===== src/source/samplerz_defines.svh =====
// widths and q16.16 constants for the gaussian sampler
// sigma and ln2 constants rounded to nearest lsb
`ifndef SAMPLERZ_DEFINES_SVH
`define SAMPLERZ_DEFINES_SVH

// ======================================================================
// widths
// ======================================================================
`define SZ_FX_W          32  // every fixed-point word
`define SZ_FRAC_W        16  // fraction bits of q16.16
`define SZ_INT_W         16  // integer sample width
`define SZ_RAND_W        72  // base sampler random word
`define SZ_RCDT_N        18  // reverse cdf entries
`define SZ_EXP_LUT_BITS  5   // fraction bits into exp2 table

// ======================================================================
// q16.16 constants
// ======================================================================
// sigma_min per parameter set
`define SZ_SIGMA_MIN_512        32'sd83744   // 1.277833697
`define SZ_SIGMA_MIN_1024       32'sd85084   // 1.298280334

// sigma_max = 1.8205
`define SZ_INV_SMAX_SQR_DIV_2   32'sd9887    // 0.150865049

`define SZ_INV_LN2              32'sd94548   // 1.442695041

// rand_val_i to dout_val_o / request_rand_o
`define SZ_ATTEMPT_LAT  7

`endif

===== src/source/samplerz_pkg.sv =====
// shared types for the sampler datapath
// reverse cdf thresholds and 2^(-k/32) table
`default_nettype none

`include "samplerz_defines.svh"

package samplerz_pkg;

  typedef logic signed [`SZ_FX_W-1:0]  fx_t;    // signed q16.16
  typedef logic signed [`SZ_INT_W-1:0] zint_t;  // integer sample
  typedef logic [`SZ_RAND_W-1:0]       rand_t;
  typedef logic [15:0]                 prob_t;  // unsigned q0.16

  // ====================================================================
  // reverse cdf of the half gaussian, three 24-bit limbs per entry
  // ====================================================================
  localparam rand_t RCDT [`SZ_RCDT_N] = '{
    {24'd10745844, 24'd3068844,  24'd3741698},
    {24'd5559083,  24'd1580863,  24'd8248194},
    {24'd2260429,  24'd13669192, 24'd2736639},
    {24'd708981,   24'd4421575,  24'd10046180},
    {24'd169348,   24'd7122675,  24'd4136815},
    {24'd30538,    24'd13063405, 24'd7650655},
    {24'd4132,     24'd14505003, 24'd7826148},
    {24'd417,      24'd16768101, 24'd11363290},
    {24'd31,       24'd8444042,  24'd8086568},
    {24'd1,        24'd12844466, 24'd265321},
    {24'd0,        24'd1232676,  24'd13644283},
    {24'd0,        24'd38047,    24'd9111839},
    {24'd0,        24'd870,      24'd6138264},
    {24'd0,        24'd14,       24'd12545723},
    {24'd0,        24'd0,        24'd3104126},
    {24'd0,        24'd0,        24'd28824},
    {24'd0,        24'd0,        24'd198},
    {24'd0,        24'd0,        24'd1}
  };

  // ====================================================================
  // 2^(-k/32) in q0.16, entry 0 saturates at all ones
  // ====================================================================
  localparam prob_t EXP2_LUT [1 << `SZ_EXP_LUT_BITS] = '{
    16'd65535, 16'd64132, 16'd62757, 16'd61413,
    16'd60097, 16'd58809, 16'd57549, 16'd56315,
    16'd55109, 16'd53928, 16'd52773, 16'd51642,
    16'd50535, 16'd49452, 16'd48393, 16'd47356,
    16'd46341, 16'd45348, 16'd44376, 16'd43425,
    16'd42495, 16'd41584, 16'd40693, 16'd39821,
    16'd38968, 16'd38133, 16'd37316, 16'd36516,
    16'd35734, 16'd34968, 16'd34219, 16'd33486
  };

endpackage

`default_nettype wire


===== src/source/base_candidate.sv =====
// base sampler and sign step
// parallel reverse cdf compare, z = 1 + z0 or -z0, z0 squared
`timescale 1ns/100ps
`default_nettype none

`include "samplerz_defines.svh"

module base_candidate (
  input  wire                 clk,
  input  wire                 rst_i,
  input  wire                 rand_val_i,
  input  samplerz_pkg::rand_t rand_72_i,
  input  wire  [7:0]          rand_8_i,
  input  wire                 rand_1_i,
  output logic                cand_val_o,
  output samplerz_pkg::zint_t z_o,
  output samplerz_pkg::fx_t   z0_sqr_o,
  output logic [7:0]          rand_8_o
);

  logic [4:0]          z0_cnt;     // 0..18
  logic [9:0]          z0_sq;      // at most 324
  samplerz_pkg::zint_t z0_ext;
  samplerz_pkg::zint_t z_next;

  logic                cand_val_q;
  samplerz_pkg::zint_t z_q;
  samplerz_pkg::fx_t   z0_sqr_q;
  logic [7:0]          rand_8_q;

  // ====================================================================
  // z0 = number of thresholds above the random word
  // ====================================================================
  always_comb begin
    z0_cnt = '0;
    for (int i = 0; i < `SZ_RCDT_N; i++) begin
      if (samplerz_pkg::RCDT[i] > rand_72_i) begin
        z0_cnt = z0_cnt + 5'd1;
      end
    end
  end

  assign z0_ext = samplerz_pkg::zint_t'(z0_cnt);   // zero extend
  assign z0_sq  = z0_cnt * z0_cnt;

  // sign bit picks the side of the half gaussian
  assign z_next = rand_1_i ? (z0_ext + 16'sd1) : -z0_ext;

  always_ff @(posedge clk) begin
    if (rst_i) cand_val_q <= 1'b0;
    else       cand_val_q <= rand_val_i;
  end

  // payload, no reset
  always_ff @(posedge clk) begin
    if (rand_val_i) begin
      z_q      <= z_next;
      z0_sqr_q <= samplerz_pkg::fx_t'({z0_sq, {`SZ_FRAC_W{1'b0}}});  // integer to q16.16
      rand_8_q <= rand_8_i;         // consumed later by the bernoulli trial
    end
  end

  assign cand_val_o = cand_val_q;
  assign z_o        = z_q;
  assign z0_sqr_o   = z0_sqr_q;
  assign rand_8_o   = rand_8_q;

endmodule

`default_nettype wire


===== config.mk =====
export PLATFORM = sky130hd
export DESIGN_NAME = base_candidate
export DESIGN_NICKNAME = d
export VERILOG_FILES = /design/src/source/samplerz_pkg.sv /design/src/source/base_candidate.sv
export VERILOG_INCLUDE_DIRS = /design/src /design/src/source
export SDC_FILE = /design/constraint.sdc
export NUM_CORES = 1
export LEC_CHECK = 0
export BUFFER_PORTS_ARGS = -buffer_cell sky130_fd_sc_hd__buf_2
export CORE_MARGIN = 1.5
export CORE_UTILIZATION = 30
export DETAILED_ROUTE_END_ITERATION = 8
export PLACE_DENSITY = 0.48
export SETUP_SLACK_MARGIN = 0.02
export SYNTH_ARGS = -nofsm -noshare
export SYNTH_HDL_FRONTEND = slang
export SYNTH_SLANG_ARGS = --single-unit

===== constraint.sdc =====
create_clock -name clk -period 22.5 [get_ports clk]
set_clock_uncertainty 0.05 [all_clocks]
set_input_delay 1.125 -clock clk [delete_from_list [all_inputs] [get_ports clk]]
set_output_delay 1.125 -clock clk [all_outputs]
set_load 0.005 [all_outputs]

======== Word level (Yosys, flattened, before mapping) ========
Cells that the tools add are included.
cells by class
  multiplexer cells ....................... 19
  add/sub/neg operators ................... 19
  $lt $le $gt $ge ......................... 18
  multipliers ............................. 1
operators by type and width
  cell                                                                              count
  5-bit by 1-bit adder with 5-bit output, second input constant                     17
  5-bit 2-to-1 mux                                                                  17
  1-bit by 72-bit greater-than comparator with 1-bit output, first input constant   1
  15-bit by 72-bit greater-than comparator with 1-bit output, first input constant  1
  22-bit by 72-bit greater-than comparator with 1-bit output, first input constant  1
  28-bit by 72-bit greater-than comparator with 1-bit output, first input constant  1
  34-bit by 72-bit greater-than comparator with 1-bit output, first input constant  1
  40-bit by 72-bit greater-than comparator with 1-bit output, first input constant  1
  45-bit by 72-bit greater-than comparator with 1-bit output, first input constant  1
  49-bit by 72-bit greater-than comparator with 1-bit output, first input constant  1
  53-bit by 72-bit greater-than comparator with 1-bit output, first input constant  1
  57-bit by 72-bit greater-than comparator with 1-bit output, first input constant  1
  61-bit by 72-bit greater-than comparator with 1-bit output, first input constant  1
  63-bit by 72-bit greater-than comparator with 1-bit output, first input constant  1
  66-bit by 72-bit greater-than comparator with 1-bit output, first input constant  1
  68-bit by 72-bit greater-than comparator with 1-bit output, first input constant  1
  70-bit by 72-bit greater-than comparator with 1-bit output, first input constant  1
  71-bit by 72-bit greater-than comparator with 1-bit output, first input constant  1
  72-bit greater-than comparator, first input constant                              1
  8-bit by 72-bit greater-than comparator with 1-bit output, first input constant   1
  16-bit 2-to-1 mux                                                                 1
  5-bit negation with 16-bit output                                                 1
  5-bit by 5-bit multiplier with 10-bit output                                      1
  5-bit by 1-bit adder with 6-bit output, second input constant                     1
  1-bit 2-to-1 mux                                                                  1
word-level totals
  output and inout bits ................... 57
  register bits after elaboration ......... 35
  word-level logic and storage cells ...... 61

======== Longest topological paths before layout ========
  depth after elaboration ................. 38
  gate-level depth with buffers ........... 85

======== Least setup slack after synthesis ========
OpenSTA, ideal clock, no wires.
  kind .................................... in2reg
  start ................................... input port rand_72_i[11]
  end ..................................... register z0_sqr_q[25] (netlist: z0_sqr_o[25]) (data pin)
  required time ........................... 22.188 ns
  cell stages on the path ................. 83
  arrival time ............................ 15.630 ns
  slack ................................... 6.558 ns
  library setup time ...................... 0.262 ns
  path through ............................ clkbuf_1 -> clkbuf_1 -> inv_1 -> nor2_1 -> nand4_1 -> or3_1 -> a21oi_1 -> a21oi_1 -> nor2_1 -> nor3_1 -> o21ai_0 -> a21oi_1 -> o221ai_1 -> o41a_1 -> ha_1 -> inv_1 -> a2111oi_4 -> nor2_1 -> (+47 left out) -> o21ai_0 -> o2bb2ai_1 -> mux2i_1 -> xnor3_2 -> buf_6 -> nor2_2 -> inv_1 -> fa_1 -> fa_1 -> inv_1 -> ha_1 -> a21o_1 -> ha_1 -> inv_1 -> o21bai_1 -> a21oi_1 -> o21ai_0 -> xor2_1
on the way
  longest elaborated chain between the ends .. 37
  elaborated cells between the ends (all ways) .. 54
  classes of those cells .................. 17 x add/sub; 1 x mul; 18 x order compare; 18 x mux
RTL lines
  item                                              line                  text
  start: declaration                                base_candidate.sv:12  input samplerz_pkg::rand_t rand_72_i,
  72-bit greater-than comparator                    base_candidate.sv:37  if (samplerz_pkg::RCDT[i] > rand_72_i) begin
  1-bit 2-to-1 mux                                  base_candidate.sv:37
  5-bit by 1-bit adder with 5-bit output            base_candidate.sv:38  z0_cnt = z0_cnt + 5'd1;
  5-bit 2-to-1 mux                                  base_candidate.sv:37
  5-bit by 1-bit adder with 5-bit output            base_candidate.sv:38
  5-bit 2-to-1 mux                                  base_candidate.sv:37
  5-bit by 1-bit adder with 5-bit output            base_candidate.sv:38
  5-bit 2-to-1 mux                                  base_candidate.sv:37
  (+22 left out)                                    n/a
  5-bit by 1-bit adder with 5-bit output            base_candidate.sv:38
  5-bit 2-to-1 mux                                  base_candidate.sv:37
  5-bit by 1-bit adder with 5-bit output            base_candidate.sv:38
  5-bit 2-to-1 mux                                  base_candidate.sv:37
  5-bit by 1-bit adder with 5-bit output            base_candidate.sv:38
  5-bit 2-to-1 mux (*)                              base_candidate.sv:37
  5-bit by 5-bit multiplier with 10-bit output (*)  base_candidate.sv:44  assign z0_sq = z0_cnt * z0_cnt;
  via z0_sq[9]                                      base_candidate.sv:22  logic [9:0] z0_sq;
  end signal: assignment                            base_candidate.sv:58  z0_sqr_q <= samplerz_pkg::fx_t'({z0_sq, {`SZ_FRAC_W{1'b0}}});
  end: declaration                                  base_candidate.sv:28  samplerz_pkg::fx_t z0_sqr_q;
Mark *: on every way through the listed nets, which the timed path passes. The rest lies on a longest branch.
A chain may end at the register's enable or synchronous reset.

======== Worst setup path in the final report ========
  start ................................... input port rand_72_i[12]
  end ..................................... register z0_sqr_q[25] (netlist: z0_sqr_o[25]) (data pin)
Same word-level chain as after synthesis.

==> impl_metrics.csv <==
group,metric,value,unit
cells_and_area,n_antenna_cell,0,
floorplanning,die_y,166.4,µm
status,status,"finished, violations left",
worst_hold_path,whs_path_depth,2,
timing,setup_tns,0,ns
global_route,grt_max_degree,29,
cells_and_area,areaGrowthSynthToFinish,7.947,%
timing,fmax,58.17,MHz
job,maxCapViolations,0,
global_route,grt_pass1_vias,8698,
timing,setup_slack,5.309,ns
timing,fin_crit_sh,0.7640,
synth,synth.distinct_cells,102,
setup_path,cp_num_buf_inv,12,
worst_hold_path,hp-start,"rst_i",
global_route,grt_use_total,0.2351,
detailed_routing,drt_iter0_markers,1168,
timing,period_needed,17.19,ns
synth,synth-adder-area-share,0.05340,
global_route,grt_pass1_wl,52150,µm
clocking,cts_resized,0,
worst_hold_path,hold_class,"primary input to flop",
clocking,numCtsBuffers,3,
timing,worst_slew_pin_slew,0.9815,ns
timing,relSlewSlack,0.3288,
floorplanning,die-area,27700,µm²
timing,final-setup-viol-count,0,
timing,grt_setup_unrepaired,"no",
synth,synth_top_family_by_area,"simple AND/OR/NAND/NOR gates",
power,leakage,3.033,nW
cells_and_area,nFillCells,2895,
detailed_routing,finalWirelength,33710,µm
setup_path,path_delay_family,"adder cells",
synth,synth_area_per_cell,7.155,µm²
floorplanning,die_x,166.4,µm
clocking,post_cts_buffers,0,
setup_path,cp_max_fo,19,
synth,synth-edff-count,27,
cells_and_area,regArea,830.8,µm²
clocking,cts_hold_buf,0,
detailed_routing,num_vias,9491,
setup_path,cpMaxStageDelayCell,"nor4b_1",
detailed_routing,route.detailed.drc,11,
clocking,cts_tree,"yes",
cells_and_area,drive_above_1_share,0.1628,
synth,yosys.area_share.simple,0.4048,
detailed_routing,drtPass1Iterations,9,
floorplanning,fp-row-count,59,
floorplanning,initial_utilization,0.3067,
setup_path,critPathCaptureType,"flop",
clocking,cts.sinks,28,
floorplanning,core_area,26130,µm²
synth,ys_seq_area_frac,0.1037,
cells_and_area,nets,1267,
power,finalPower,0.2248,mW
synth,yosys-mux-area-fraction,0.01483,
clocking,clock_path_buffers,2,
placed_design,gp_congestion,0.9933,
clocking,cts.clk_slew.worst_paths,0.06,ns
synth,async_flop_share,0,
power,worst_ir_drop_vdd,0.00002590,V
synth,synth_ff_type,"edfxtp_1",
cells_and_area,multi_input_area,6565,µm²
global_route,overflow,0,
setup_path,worstSetupStartpoint,"rand_72_i[12]",
placed_design,dp_slack,5.155,ns
setup_path,path_common_cell,"ha_1",
synth,yosysWarningCount,0,
status,violations,"DRC",
detailed_routing,ant_nets,0,
setup_path,worstSetupStartpointType,"primary input",
setup_path,cp.arrival,17.15,ns
timing,fin_hold_ws,0.9667,ns
setup_path,worst_path_largest_cell_delay,0.64,ns
timing,drv_slew,0,
power,power_density,25.99,nW/µm²
setup_path,cp.required,22.46,ns
clocking,root_buffer,"clkbuf_16",
setup_path,critical_path_class,"primary input to flop",
clocking,cts.htree.levels,1,
synth,synth_xor_area_frac,0.07775,
synth,syn_inst,1120,
synth,syn_area,8014,µm²
detailed_routing,wire_per_inst,22.71,µm
global_route,antenna_found_initial,0,
synth,synth_compound_area_frac,0.2576,
placed_design,port_buffers,117,
synth,ys_ff_latch,28,
detailed_routing,vias_per_cell,6.396,
floorplanning,num_io_pins,141,
worst_hold_path,hold_end,"cand_val_o",
placed_design,dp_hpwl,26440,µm
timing,finalHoldViolCount,0,
-- layout make-up --
cell class | instances | share of cell area
Clock inverter | 1 | 0.0004339
Inverter | 37 | 0.01634
Timing Repair Buffer | 121 | 0.07116
Sequential cell | 28 | 0.09604
Multi-Input combinational cell | 959 | 0.7589
Tap cell | 335 | 0.04845
Clock buffer | 3 | 0.008678
-- synthesized netlist by cell type (5+ instances only) --
library cell / instances / area, µm²
a21oi_1: 54 / 270.3
nor4b_1: 14 / 122.6
nand3_1: 46 / 230.2
and2_1: 15 / 93.84
nand2b_1: 21 / 131.4
o311ai_0: 6 / 52.55
clkbuf_1: 86 / 322.8
or3_1: 7 / 43.79
a21o_1: 7 / 52.55
nor4_1: 51 / 319.1
nand4b_1: 18 / 157.7
o21a_1: 13 / 97.59
and4_1: 11 / 96.34
or4_1: 14 / 105.1
ha_1: 31 / 387.9
nand3b_1: 5 / 37.54
buf_4: 29 / 217.7
inv_1: 34 / 127.6
nand4_1: 46 / 287.8
o21ai_0: 51 / 255.2
mux2_2: 7 / 78.83
o211ai_1: 10 / 75.07
o31ai_1: 11 / 82.58
nor4bb_1: 14 / 140.1
a211oi_1: 11 / 82.58
xor2_1: 12 / 105.1
nor2b_1: 13 / 81.33
and4b_1: 8 / 80.08
edfxtp_1: 27 / 810.8
nor3_1: 44 / 220.2
a31oi_1: 20 / 125.1
o2111ai_1: 7 / 61.31
nand2_1: 83 / 311.6
and3_1: 18 / 112.6
xnor2_1: 28 / 245.2
or2_2: 11 / 68.82
o21bai_1: 8 / 60.06
or4bb_1: 5 / 56.30
a21boi_0: 8 / 60.06
a211o_1: 5 / 43.79
nor2_1: 90 / 337.8
a31o_2: 8 / 70.07
nor3b_1: 8 / 60.06
-- per-layer routing --
metal,wire length [µm],part of all wire,global-route usage,vias to the layer above
met5,0,0,0,-
met3,2531,0.075,0.01854,117
met4,1792,0.053,0.1055,0
li1,-,-,-,4340
met2,14900,0.44,0.3738,564
met1,14480,0.43,0.3249,4470
-- per-stage QoR --
stage,util,instances,area (µm²)
2_1_floorplan,-,1142,8097
3_3_place_gp,0.3280,1480,8572
3_5_place_dp,0.3280,1480,8572
4_1_cts,0.3310,1484,8651
5_1_grt,0.3310,1484,8651
6_report,0.3310,1484,8651
-- power by group --
group	switching, mW	internal (mW)	total, mW
registers	0.00127	0.0631	0.0644
clock network	0.0149	0.0238	0.0387
logic	0.0804	0.0414	0.122
-- registers in the layout, summed over array words and instances, names as in the netlist --
name	flops
rand_8_o	8
z0_sqr_o	9
z_o	10
cand_val_o	1
-- cell usage in the layout, fill, tap and decap left out, types with 7 or more instances in the layout --
cell type	netlist	layout
a211oi_1	11	11
a21oi_1	54	54
or2_2	11	11
conb_1	1	23
and3_1	18	18
nand4b_1	18	18
or3_1	7	7
o31ai_1	11	11
or4_1	14	14
nor2b_1	13	13
inv_1	34	34
a31o_2	8	8
buf_2	0	117
nand2b_1	21	21
nor2_1	90	90
xnor2_1	28	28
edfxtp_1	27	27
ha_1	31	31
nor3_1	44	44
o21a_1	13	13
a31oi_1	20	20
nor4b_1	14	14
o211ai_1	10	10
and4_1	11	11
nand3_1	46	46
a21boi_0	8	8
o2111ai_1	7	7
a21o_1	7	7
xor2_1	12	12
nor4bb_1	14	14
and4b_1	8	8
and2_1	15	15
o21ai_0	51	51
nand2_1	83	83
nor4_1	51	51
o21bai_1	8	8
nor3b_1	8	8
nand4_1	46	46
mux2_2	7	7
-- worst max path at each step --
stage / depth (start not counted) / endpoint / slack [ns]
2_1_floorplan: 83 / z0_sqr_o[25] / 6.56
3_3_place_gp: 81 / z0_sqr_o[25] / 5.50
3_5_place_dp: 80 / z0_sqr_o[25] / 5.16
4_1_cts: 80 / z0_sqr_o[25] / 5.34
5_1_grt: 76 / z0_sqr_o[25] / 4.14
6_report: 80 / z0_sqr_o[25] / 5.31
-- cells by family (layout without fill, tap and decap cells) --
logic type | Yosys count | in the layout
compound gates | 282 | 282
xor+xnor | 53 | 53
fa+ha+maj | 33 | 33
buf+inv | 155 | 162
flops | 28 | 28
mux | 11 | 11
other cells | 1 | 23
simple gates | 557 | 557
No activity file was read; power rests on OpenSTA's default activity.
