`src/source/samplerz_defines.svh`:
```
// widths and q16.16 constants for the gaussian sampler
// sigma and ln2 constants rounded to nearest lsb
`ifndef SAMPLERZ_DEFINES_SVH
`define SAMPLERZ_DEFINES_SVH

// ======================================================================
// widths
// ======================================================================
`define SZ_FX_W          32  // every fixed-point word
`define SZ_FRAC_W        16  // fraction bits of q16.16
`define SZ_INT_W         16  // integer sample width
`define SZ_RAND_W        72  // base sampler random word
`define SZ_RCDT_N        18  // reverse cdf entries
`define SZ_EXP_LUT_BITS  5   // fraction bits into exp2 table

// ======================================================================
// q16.16 constants
// ======================================================================
// sigma_min per parameter set
`define SZ_SIGMA_MIN_512        32'sd83744   // 1.277833697
`define SZ_SIGMA_MIN_1024       32'sd85084   // 1.298280334

// sigma_max = 1.8205
`define SZ_INV_SMAX_SQR_DIV_2   32'sd9887    // 0.150865049

`define SZ_INV_LN2              32'sd94548   // 1.442695041

// rand_val_i to dout_val_o / request_rand_o
`define SZ_ATTEMPT_LAT  7

`endif
```
`src/source/samplerz_pkg.sv`:
```
// shared types for the sampler datapath
// reverse cdf thresholds and 2^(-k/32) table
`default_nettype none

`include "samplerz_defines.svh"

package samplerz_pkg;

  typedef logic signed [`SZ_FX_W-1:0]  fx_t;    // signed q16.16
  typedef logic signed [`SZ_INT_W-1:0] zint_t;  // integer sample
  typedef logic [`SZ_RAND_W-1:0]       rand_t;
  typedef logic [15:0]                 prob_t;  // unsigned q0.16

  // ====================================================================
  // reverse cdf of the half gaussian, three 24-bit limbs per entry
  // ====================================================================
  localparam rand_t RCDT [`SZ_RCDT_N] = '{
    {24'd10745844, 24'd3068844,  24'd3741698},
    {24'd5559083,  24'd1580863,  24'd8248194},
    {24'd2260429,  24'd13669192, 24'd2736639},
    {24'd708981,   24'd4421575,  24'd10046180},
    {24'd169348,   24'd7122675,  24'd4136815},
    {24'd30538,    24'd13063405, 24'd7650655},
    {24'd4132,     24'd14505003, 24'd7826148},
    {24'd417,      24'd16768101, 24'd11363290},
    {24'd31,       24'd8444042,  24'd8086568},
    {24'd1,        24'd12844466, 24'd265321},
    {24'd0,        24'd1232676,  24'd13644283},
    {24'd0,        24'd38047,    24'd9111839},
    {24'd0,        24'd870,      24'd6138264},
    {24'd0,        24'd14,       24'd12545723},
    {24'd0,        24'd0,        24'd3104126},
    {24'd0,        24'd0,        24'd28824},
    {24'd0,        24'd0,        24'd198},
    {24'd0,        24'd0,        24'd1}
  };

  // ====================================================================
  // 2^(-k/32) in q0.16, entry 0 saturates at all ones
  // ====================================================================
  localparam prob_t EXP2_LUT [1 << `SZ_EXP_LUT_BITS] = '{
    16'd65535, 16'd64132, 16'd62757, 16'd61413,
    16'd60097, 16'd58809, 16'd57549, 16'd56315,
    16'd55109, 16'd53928, 16'd52773, 16'd51642,
    16'd50535, 16'd49452, 16'd48393, 16'd47356,
    16'd46341, 16'd45348, 16'd44376, 16'd43425,
    16'd42495, 16'd41584, 16'd40693, 16'd39821,
    16'd38968, 16'd38133, 16'd37316, 16'd36516,
    16'd35734, 16'd34968, 16'd34219, 16'd33486
  };

endpackage

`default_nettype wire

```
`src/source/sample_select.sv`:
```
// result stage, w = z + floor(mu) on accept
// reject pulses request_rand_o for fresh randomness
`timescale 1ns/100ps
`default_nettype none

module sample_select (
  input  wire                 clk,
  input  wire                 rst_i,
  input  wire                 decision_val_i,
  input  wire                 accept_i,
  input  samplerz_pkg::zint_t z_i,
  input  samplerz_pkg::zint_t mu_floor_i,
  output logic                dout_val_o,
  output samplerz_pkg::zint_t w_o,
  output logic                request_rand_o
);

  logic                dout_val_q;
  logic                request_q;
  samplerz_pkg::zint_t w_q;

  // strobes, never both high
  always_ff @(posedge clk) begin
    if (rst_i) begin
      dout_val_q <= 1'b0;
      request_q  <= 1'b0;
    end else begin
      dout_val_q <= decision_val_i & accept_i;
      request_q  <= decision_val_i & ~accept_i;
    end
  end

  always_ff @(posedge clk) begin
    if (decision_val_i && accept_i) w_q <= z_i + mu_floor_i;   // back to the center
  end

  assign dout_val_o     = dout_val_q;
  assign w_o            = w_q;
  assign request_rand_o = request_q;

endmodule

`default_nettype wire

```
`config.mk`:
```
export PLATFORM = sky130hd
export DESIGN_NAME = sample_select
export DESIGN_NICKNAME = d
export VERILOG_FILES = /design/src/source/samplerz_pkg.sv /design/src/source/sample_select.sv
export VERILOG_INCLUDE_DIRS = /design/src /design/src/source
export SDC_FILE = /design/constraint.sdc
export NUM_CORES = 1
export LEC_CHECK = 0
export ABC_CLOCK_PERIOD_IN_PS = 1900
export BUFFER_PORTS_ARGS = -buffer_cell sky130_fd_sc_hd__buf_4
export CAP_MARGIN = 20
export CORE_MARGIN = 1.5
export CORE_UTILIZATION = 45
export CTS_BUF_LIST = sky130_fd_sc_hd__clkbuf_2
export DETAILED_ROUTE_END_ITERATION = 10
export HOLD_SLACK_MARGIN = 0.02
export PLACE_DENSITY = 0.76
export SLEW_MARGIN = 20
export SYNTH_ARGS = -nofsm -noshare
export SYNTH_HDL_FRONTEND = slang
export SYNTH_SLANG_ARGS = --single-unit
```
`constraint.sdc`:
```
create_clock -name clk -period 1.9 [get_ports clk]
set_input_delay 0.095 -clock clk [delete_from_list [all_inputs] [get_ports clk]]
set_output_delay 0.095 -clock clk [all_outputs]
set_load 0.02 [all_outputs]
```
**Yosys cells after proc, flatten, opt, wreduce, memory -nomap -nowiden**

Index checks and enable logic that the tools add are counted.

- Bits in registers: 18
- Input bits: 36
- Output and inout bits: 18
- Logic and storage cells: 8

- Add/subtract/negate cells: 1
- Bitwise logic cells: 3
- Reductions and logical operators: 1

Operators by type and width:

| cell | count |
|---|---|
| adder 16 bit | 1 |
| AND 1 bit | 2 |
| logical AND 1 bit | 1 |
| NOT 1 bit | 1 |

**Logic depth before layout (Yosys ltp)**

Gate-level depths: netlist (run 1).

- Depth in word-level cells: 2
- Mapped depth: 6
- Mapped depth without buffers: 6

**Least setup slack after synthesis (run 1)**

Ideal clock, no wire load.

- Kind: input to register
- From: input z_i[0]
- To: register w_q[14] (netlist: w_o[14]) (data pin)
- Setup time: 0.269 ns
- Arrival time: 1.384 ns
- Required time: 1.631 ns
- Path slack: 0.247 ns
- Cell stages on the path: 6
- Buffers on the path: 0
- Cell sequence: ha_1 fa_1 a21oi_1 o211a_1 o211a_1 a211oi_2

- Longest elaborated chain between the ends: 1

RTL lines:

| item | RTL line | source |
|---|---|---|
| from (decl) | sample_select.sv:11 | `input samplerz_pkg::zint_t z_i,` |
| adder 16 bit | sample_select.sv:34 | `if (decision_val_i && accept_i) w_q <= z_i + mu_floor_i;` |
| to (signal assigned) | sample_select.sv:34 |  |
| to (decl) | sample_select.sv:20 | `samplerz_pkg::zint_t w_q;` |

Every way passes these cells.
A chain may end at the register's enable or synchronous reset.

**Worst setup path after layout (run 1)**

- From: input z_i[0]
- To: register w_q[6] (netlist: w_o[6]) (data pin)

Same word-level chain as after synthesis.

==> summary.md, run 1 <==
In this run the power density over the cells is 593 nW/um^2. The proportion of register bits with asynchronous set or reset after synthesis was 0%. After synthesis, the mean cell area works out to 10.4 sq um. Summed over all cells, the static leakage comes to 0.000837 uW. Combinational cell fraction of total power: 44.0%. The tools report the endpoint of the worst setup timing path as w_o[6]. Counting along the longest clock path gives a buffer depth of 2. The path class of the lowest-slack min-delay path is in2reg. The logs give 520 sq um for the sequential cell area in the final layout and 26.6% for the met1 global-route usage.

Of the cells placed in the final design, the portion with a size suffix greater than 1 is 34.3%. Number of max-slew violations in the final report: 0. Of the available clock period, the critical path in the final layout requires 80.0%. After Yosys synthesis, and, or, nand and nor cells account for 16.6% of the synthesized area. The achievable frequency was 658 MHz; the filler cell count was 252. The remaining number of nets flagged by the antenna check after routing came out at 0.

The synthesized design contains 18 register bits. The final critical-path required period is 1.52 ns. Sequential cells account for 42.7% of the total power. The critical path goes through buf_4 -> ha_1 -> fa_1 -> a21oi_1 -> buf_4 -> o21ai_0 -> a21oi_1 -> xnor2_1.

Dominant combinational cell family by area after synthesis: compound AO/OA/AOI/OAI gates. The worst path required time is 1.97 ns. By area the synthesized netlist is led by sky130_fd_sc_hd__edfxtp_1 (33%), sky130_fd_sc_hd__ha_1 (13%), sky130_fd_sc_hd__xnor2_1 (3.6%). The beginning of the critical path is z_i[0]. Measured against the total synthesized area, the mux share comes to 0%.

During synthesis, Yosys emitted a total of 0 warnings. The flow ran to the end, and the final reports show no timing, DRC or antenna violations. The number of placed instances, taps included, is 239. The repair_antennas step left the layout with diodes totalling 0. Global routing used 20.1% of the available tracks across all layers. The cell depth of the worst setup path came out at 8. After detailed routing, the average wire length per cell comes to 13.4 microns. The logs give 3080 sq um for the area inside the core boundary and 2 for the number of hold-repair buffers added at the cts stage. The cell area that synthesis handed to floorplanning was 1470 sq um.

Counting every sink on the clock net gives 18. Net switching is 33.7% of the power. Of all cell types, the one taking the most synthesized area is sky130_fd_sc_hd__edfxtp_1. Max-cap violations in this run came to 0. The tools report the first-pass GRT wire length as 5580 microns. The commonest cells after synthesis are sky130_fd_sc_hd__edfxtp_1 (16), sky130_fd_sc_hd__ha_1 (15), sky130_fd_sc_hd__a21oi_1 (9). Before CTS, the worst setup slack after placement is 0.0522 ns. Most common cell in the netlist: sky130_fd_sc_hd__edfxtp_1. The met3 usage in global routing is 1.95%.

The number of DRC violations after detailed routing is 0. STA classifies the critical path startpoint as a primary input. For the post-CTS setup repair buffer count, the log shows 0.

The number of enable flip-flop cells after synthesis is 16, and the number of buffers inserted during clock tree synthesis is 3. Summing the areas of all xor and xnor instances in the mapped netlist gives 5.38% of the synthesized area. The die is 60.1 microns tall.

The number of rows in the core area is 20, and the peak ir drop on the vdd network is 214 uV. The first routing iteration left 34 violations. The placed instances occupy a cell area of 1930 sq um. The slowest stage of the critical path is the sky130_fd_sc_hd__fa_1 cell. Counting every net in the synthesized netlist gives 193.

The net load switching power was 393 uW; the maximum number of pins on one net before global-route repair was 17. The critical path in this run is classified as in2reg. The global-route layer with the greatest usage was met2.

Via count of the first global-routing pass: 1334. Together, buffers and inverters on the worst path number 2. The number of hold violations in the final report was 0.

STA classifies the critical path endpoint as a flop. The sum of overflow across all layers after global routing is 0, and the detailed-route vias per instance is 5.67. The sequential cell area fraction in the yosys report is 35.5%. The data arrival time of the critical path came out at 1.59 ns. After the last flow step, the layout net total stands at 254.

Leaving out filler cells and counting taps, the final layout contains 245. Setup repair after global routing left no endpoint under its margin. For the post-route worst setup slack, the log shows 0.380 ns. The H-tree depth came out at 1. Area of the multi-input gates: 910 sq um.

TritonCTS built the clock tree. The logs give 2750 microns for the placed wire-length estimate and 45 for the number of distinct library cell variants in the gate-level netlist after synthesis. The area growth from synthesis to layout is 34.2%.

In the global route stage, met2 resource usage came out at 32.5%. Internal power comes to 773 uW. Setup violations remaining at the end of the flow were counted as 0. The utilization of the core after routing is 63.9%, and the final instance area is 1970 sq um. The total negative slack is 0 ns, and the number of antenna violations at the first check in global routing is 0. Of the post-synthesis cell area, the dominant cell type holds 32.8%.

Summed over all layers, the routed wires come to 3280 microns. After clock tree synthesis, the clock-pin slew on the worst setup and hold paths is 0.17 ns. In this run, post-CTS repair resized a total of 0 instances. After Yosys synthesis, full adders, half adders and majority gates account for 14.2% of the synthesized area. The slew of the pin with the lowest slew margin was 0.666 ns. The delay of the slowest cell on the worst path is 0.41 ns, and the number of buffer cells added on primary ports is 53.

The number of top-level pins came out at 54. Along the worst path, the maximum fanout reaches 3. Summing over every cut layer, the via total after detailed routing is 1390.

In this run, the clock network consumes 13.3% of the power. Measured along the x axis, the die boundary spans 60.1 microns. The cell family contributing the most delay on the critical path is adder cells. The buffer cell driving the clock tree root was sky130_fd_sc_hd__clkbuf_2. The initial utilization of the core area, before any placement, comes to 47.6%. The area fraction in compound gates after synthesis is 26.0%, and the area enclosed by the die boundary is 3610 sq um.

At the end of routability-driven placement, the weighted congestion stood at 0.880. The top flip-flop cell by instance count after synthesis is sky130_fd_sc_hd__edfxtp_1. The tools report the first-pass iteration count of the detailed router as 4. Measured against its own limit, the worst slew margin works out to 55.6%.

After technology mapping, the gate count stands at 141.
flip-flops by register name (all words and copies together), names as in the netlist:
register / cells
request_rand_o: 1
w_o: 16
dout_val_o: 1
worst min-delay path by stage:
stage | from | to | slack (ns) | cells after the start
5_1_grt | decision_val_i | dout_val_o | 0.05 | 2
3_5_place_dp | rst_i | request_rand_o | 0.28 | 2
3_3_place_gp | rst_i | request_rand_o | 0.26 | 2
4_1_cts | decision_val_i | dout_val_o | 0.04 | 2
6_report | decision_val_i | dout_val_o | 0.06 | 2
2_1_floorplan | accept_i | request_rand_o | 0.17 | 1
logic make-up (layout without fill, tap and decap cells):
| family | count (synthesis) | in the layout |
|---|---|---|
| adders and majority gates | 16 | 16 |
| AOI/OAI and AO/OA | 47 | 47 |
| xor gates and xnor gates | 9 | 9 |
| buffers and inverters | 8 | 68 |
| DFF | 18 | 18 |
| and+or+nand+nor | 43 | 43 |
through the flow:
stage                     power, uW  hold WS [ns]
after floorplan                 832         0.170
after global placement          998         0.265
after detailed placement       1020         0.275
after CTS                      1170        0.0393
after global routing           1240        0.0524
final                          1170        0.0593
power by group through the flow:
stage | clock network [uW] | registers (uW) | logic (uW)
after global placement | 0 | 507 | 491
after global routing | 173 | 502 | 565
after CTS | 161 | 499 | 512
after floorplan | 0 | 557 | 275
final | 156 | 498 | 513
after detailed placement | 0 | 508 | 508
layer usage:
metal | wire, microns | part of all wire [%]
met4 | 77 | 2.3
met1 | 1460 | 44
met2 | 1550 | 47
met5 | 0 | 0
met3 | 195 | 5.9
placed cells by master (no fill, tap or decap), types with 5 or more instances in the layout:
cell type	count
sky130_fd_sc_hd__xnor2_1	6
sky130_fd_sc_hd__a21oi_1	9
sky130_fd_sc_hd__nand3_1	7
sky130_fd_sc_hd__buf_4	56
sky130_fd_sc_hd__nor2_1	5
sky130_fd_sc_hd__edfxtp_1	16
sky130_fd_sc_hd__nor3_1	7
sky130_fd_sc_hd__nand2_1	6
sky130_fd_sc_hd__inv_1	6
sky130_fd_sc_hd__ha_1	15
final cells by class:
| cell class | count | area share [%] |
|---|---|---|
| multi-input cells | 115 | 46.2 |
| flip-flops and latches | 18 | 26.5 |
| repair buffers | 58 | 22.4 |
| well taps | 44 | 2.80 |
| inverters | 6 | 1.15 |
| clock buffers | 3 | 0.763 |
| clock inverters | 1 | 0.191 |
(Power assumes the default switching activity.)
==> run 2: changes to the inputs <==
--- a/config.mk
+++ b/config.mk
@@ -6,7 +6,7 @@
 export SDC_FILE = /design/constraint.sdc
 export NUM_CORES = 1
 export LEC_CHECK = 0
-export ABC_CLOCK_PERIOD_IN_PS = 1900
+export ABC_CLOCK_PERIOD_IN_PS = 1250
 export BUFFER_PORTS_ARGS = -buffer_cell sky130_fd_sc_hd__buf_4
 export CAP_MARGIN = 20
 export CORE_MARGIN = 1.5
@@ -14,7 +14,7 @@
 export CTS_BUF_LIST = sky130_fd_sc_hd__clkbuf_2
 export DETAILED_ROUTE_END_ITERATION = 10
 export HOLD_SLACK_MARGIN = 0.02
-export PLACE_DENSITY = 0.76
+export PLACE_DENSITY = 0.79
 export SLEW_MARGIN = 20
 export SYNTH_ARGS = -nofsm -noshare
 export SYNTH_HDL_FRONTEND = slang
==> constraint.sdc (replaced) <==
create_clock -name clk -period 1.25 [get_ports clk]
set_input_delay 0.0625 -clock clk [delete_from_list [all_inputs] [get_ports clk]]
set_output_delay 0.0625 -clock clk [all_outputs]
set_load 0.02 [all_outputs]
==> run 2 against run 1 <==
Net effect:
- hold slack better by 0.074 ns
- total power rose by 79%
- sequential power is 52% higher
- global-route usage increased by 4.1 points
- via count rose by 12%
- final area up 26%
- die area unchanged
- final cell count grew 15%
- clock power up 71%
- utilization up 17 points
- sequential share of layout area shrank 5.5 points
- first-iteration DRC count is 41% higher
- largest power group unchanged
==> summary.md, run 2 (synthesized netlist as in run 1, its figures left out) <==
The number of nets in the layout is 291 (+15%). The first-pass iteration count of the detailed router is 4 (unchanged), and the horizontal die dimension is 60.1 microns (unchanged). The final instance area is 2490 sq um (+26%), and the final critical-path required period is 1.23 ns. Net load switching power: 724 uW (+84%). The tools report the data arrival time of the critical path as 1.47 ns (-0.12 ns). Total placed cells including tap cells: 270 (+13%).

The tools report the number of max-slew violations in the final report as 0 (unchanged). TritonCTS built the clock tree. The tools report the initial cell density of the core as 47.6% (unchanged). The number of top-level pins was 54 (unchanged); the sum of overflow across all layers after global routing was 0 (unchanged). The share of cells above drive strength 1 was 52.5% (+18 points). STA classifies the critical path endpoint as a flop. Number of DRC markers in iteration 0: 48 (+41%). The final worst hold slack is 0.133 ns (+0.0740 ns), and the via count of the first global-routing pass is 1504 (+13%). For the number of DRC violations after detailed routing, the log shows 0 (unchanged). The run finished with clean final reports. Based on the critical path, the design can be clocked at up to 816 MHz. The type of the worst setup path is in2reg. The utilization of the core after routing is 80.8% (+17 points). Number of antenna violations at the first check in global routing: 0 (unchanged). The most common cell after layout, fill and taps aside is sky130_fd_sc_hd__buf_4.

Setup repair after global routing could not meet its margin everywhere. The internal power component was 1370 uW (+77%); the detailed-route vias per instance was 5.50 (-3.1%). Top fanout value on the critical path: 3 (unchanged). The run gives 282 (+15%) as the number of non-filler instances in the completed layout. The number of hold violations in the final report came out at 0 (unchanged).

The share of the clock period used by the worst path after layout works out to 98.0%. Area enclosed by the die boundary: 3610 sq um (unchanged). The logs give 0 (unchanged) for the total setup violations reported at the end of the flow and 0.839 (-4.7%) for the final weighted congestion in routability-driven placement.

The logs give 36.2% (-6.5 points) for the sequential cell fraction of total power and 3320 microns (+21%) for the placed wire-length estimate. The peak ir drop on the vdd network was 484 uV (+130%); the total power divided by cell area was 841 nW/um^2 (+42%). The top cell types in the final layout, fill and taps aside, are sky130_fd_sc_hd__buf_4 (86), sky130_fd_sc_hd__edfxtp_1 (16), sky130_fd_sc_hd__ha_4 (10). The logs give 6440 microns (+15%) for the first-pass GRT wire length and 75.0% (+19 points) for the relative slew slack. The worst setup path is launched from a primary input. The combinational cell fraction of total power was 51.0% (+7.0 points); the number of buffer cells added on primary ports was 53 (unchanged). Post-route worst setup slack: 0.0246 ns (-0.356 ns). Proportion of total power due to net switching: 34.6% (+0.89 points). The tools report the maximum number of pins on one net before global-route repair as 17 (unchanged). The logs give 1.49 ns (-0.48 ns) for the worst path required time and 3 (unchanged) for the number of buffers inserted during clock tree synthesis. The worst-case setup slack after placement came out at -0.440 ns (-0.492 ns). The run gives 0 (unchanged) as the remaining number of nets flagged by the antenna check after routing. The number of rows in the core area came out at 20 (unchanged). Clock tree synthesis selected as its root buffer the cell sky130_fd_sc_hd__clkbuf_2. Average wire per cell in the routed design: 15.7 microns (+17%). Total placed instance area: 2320 sq um (+20%). The H-tree depth came out at 1 (unchanged).

The leakage power of the design is 0.00103 uW (+23%). The slew of the pin with the lowest slew margin is 0.373 ns (-0.293 ns), and the clock transition time at the flip-flop clock pins of the worst setup and hold paths is 0.18 ns (about the same). In this run the worst hold path is classified as in2reg. The run gives 18 (unchanged) as the clock sink count.

The logs give 203 (-19%) for the filler cell count and 1551 (+12%) for the total via count after detailed routing. Area inside the core boundary: 3080 sq um (unchanged). Relative to the synthesized area, the layout overhead comes to 69.7%. The die extent in y was 60.1 microns (unchanged). The number of flip-flops under the largest register name is 16 (unchanged), and the total routed wirelength is 4420 microns (+35%). The tools report the buffer depth of the longest clock path as 2 (unchanged).

For the number of diodes, the log shows 0 (unchanged). The combined global-route utilization of all metal layers came out at 24.2% (+4.1 points). Share of total power in the clock network: 12.8% (-0.5 points). Count of maximum capacitance violations: 0 (unchanged).
## run 2: cell count changes in the layout (fill, tap and decap cells not counted), moves of 2 or more
| cell | before | now |
|---|---|---|
| sky130_fd_sc_hd__buf_6 | 0 | 4 |
| sky130_fd_sc_hd__dlygate4sd3_1 | 2 | 5 |
| sky130_fd_sc_hd__o21ai_1 | 4 | 2 |
| sky130_fd_sc_hd__ha_1 | 15 | 4 |
| sky130_fd_sc_hd__o21ai_2 | 0 | 2 |
| sky130_fd_sc_hd__a21oi_2 | 1 | 5 |
| sky130_fd_sc_hd__buf_4 | 56 | 86 |
| sky130_fd_sc_hd__ha_4 | 0 | 10 |
| sky130_fd_sc_hd__a21oi_1 | 9 | 4 |
## run 2: final cells by class
class / instances / area [sq um] / share of cell area (%)
clock inverters: 1 / 3.75 / 0.151
multi-input cells: 115 / 1130 / 45.4
well taps: 44 / 55.1 / 2.21
flip-flops and latches: 18 / 520 / 20.9
clock buffers: 3 / 15.0 / 0.604
repair buffers: 95 / 741 / 29.8
inverters: 6 / 22.5 / 0.906
## run 2: repair_timing
action / in CTS / in global routing
hold buffers: 4 / 1
setup buffers: 2 / 1
gates cloned: 0 / 0
pin swaps: 3 / 4
resized for setup: 4 / 7
hold endpoints to repair: 2 / 1
setup endpoints to repair: 4 / 6
## run 2: path summary, 6_finish.rpt
check                      start          to  slack, ns  cells past startpoint
hold / removal     mu_floor_i[1]      w_o[1]       0.13                      2
setup / recovery  decision_val_i  dout_val_o       0.02                      4
## run 2: metrics by stage
| stage | TNS [ns] | power, uW |
|---|---|---|
| 6_report | 0 | 2090 |
| 5_1_grt | -0.0258 | 2200 |
| 4_1_cts | 0 | 2040 |
| 3_5_place_dp | -3.54 | 1740 |
| 3_3_place_gp | -3.20 | 1700 |
| 2_1_floorplan | -0.913 | 1340 |
## run 2: metal layers
| metal | vias to the layer above | GRT usage, % | routed length [microns] | part of all wire [%] |
|---|---|---|---|---|
| li1 | 757 | - | - | - |
| met1 | 734 | 26.6 | 1660 | 38 |
| met2 | 51 | 45.5 | 2530 | 57 |
| met3 | 9 | 2.38 | 133 | 3.0 |
| met4 | 0 | 12.1 | 97 | 2.2 |
| met5 | - | 0 | 0 | 0 |
## run 2: power by group through the flow
stage          combinational, uW  sequential, uW  clock (uW)
6_report                    1070             758         267
5_1_grt                     1150             763         290
4_1_cts                     1020             759         265
3_5_place_dp                 967             772           0
3_3_place_gp                 927             771           0
2_1_floorplan                489             847           0
## run 2: worst max-delay path: stages
cell and delay [ns]:
sky130_fd_sc_hd__dlygate4sd3_1 0.56, sky130_fd_sc_hd__buf_4 0.15, sky130_fd_sc_hd__and3b_1 0.15, sky130_fd_sc_hd__dlygate4sd3_1 0.54
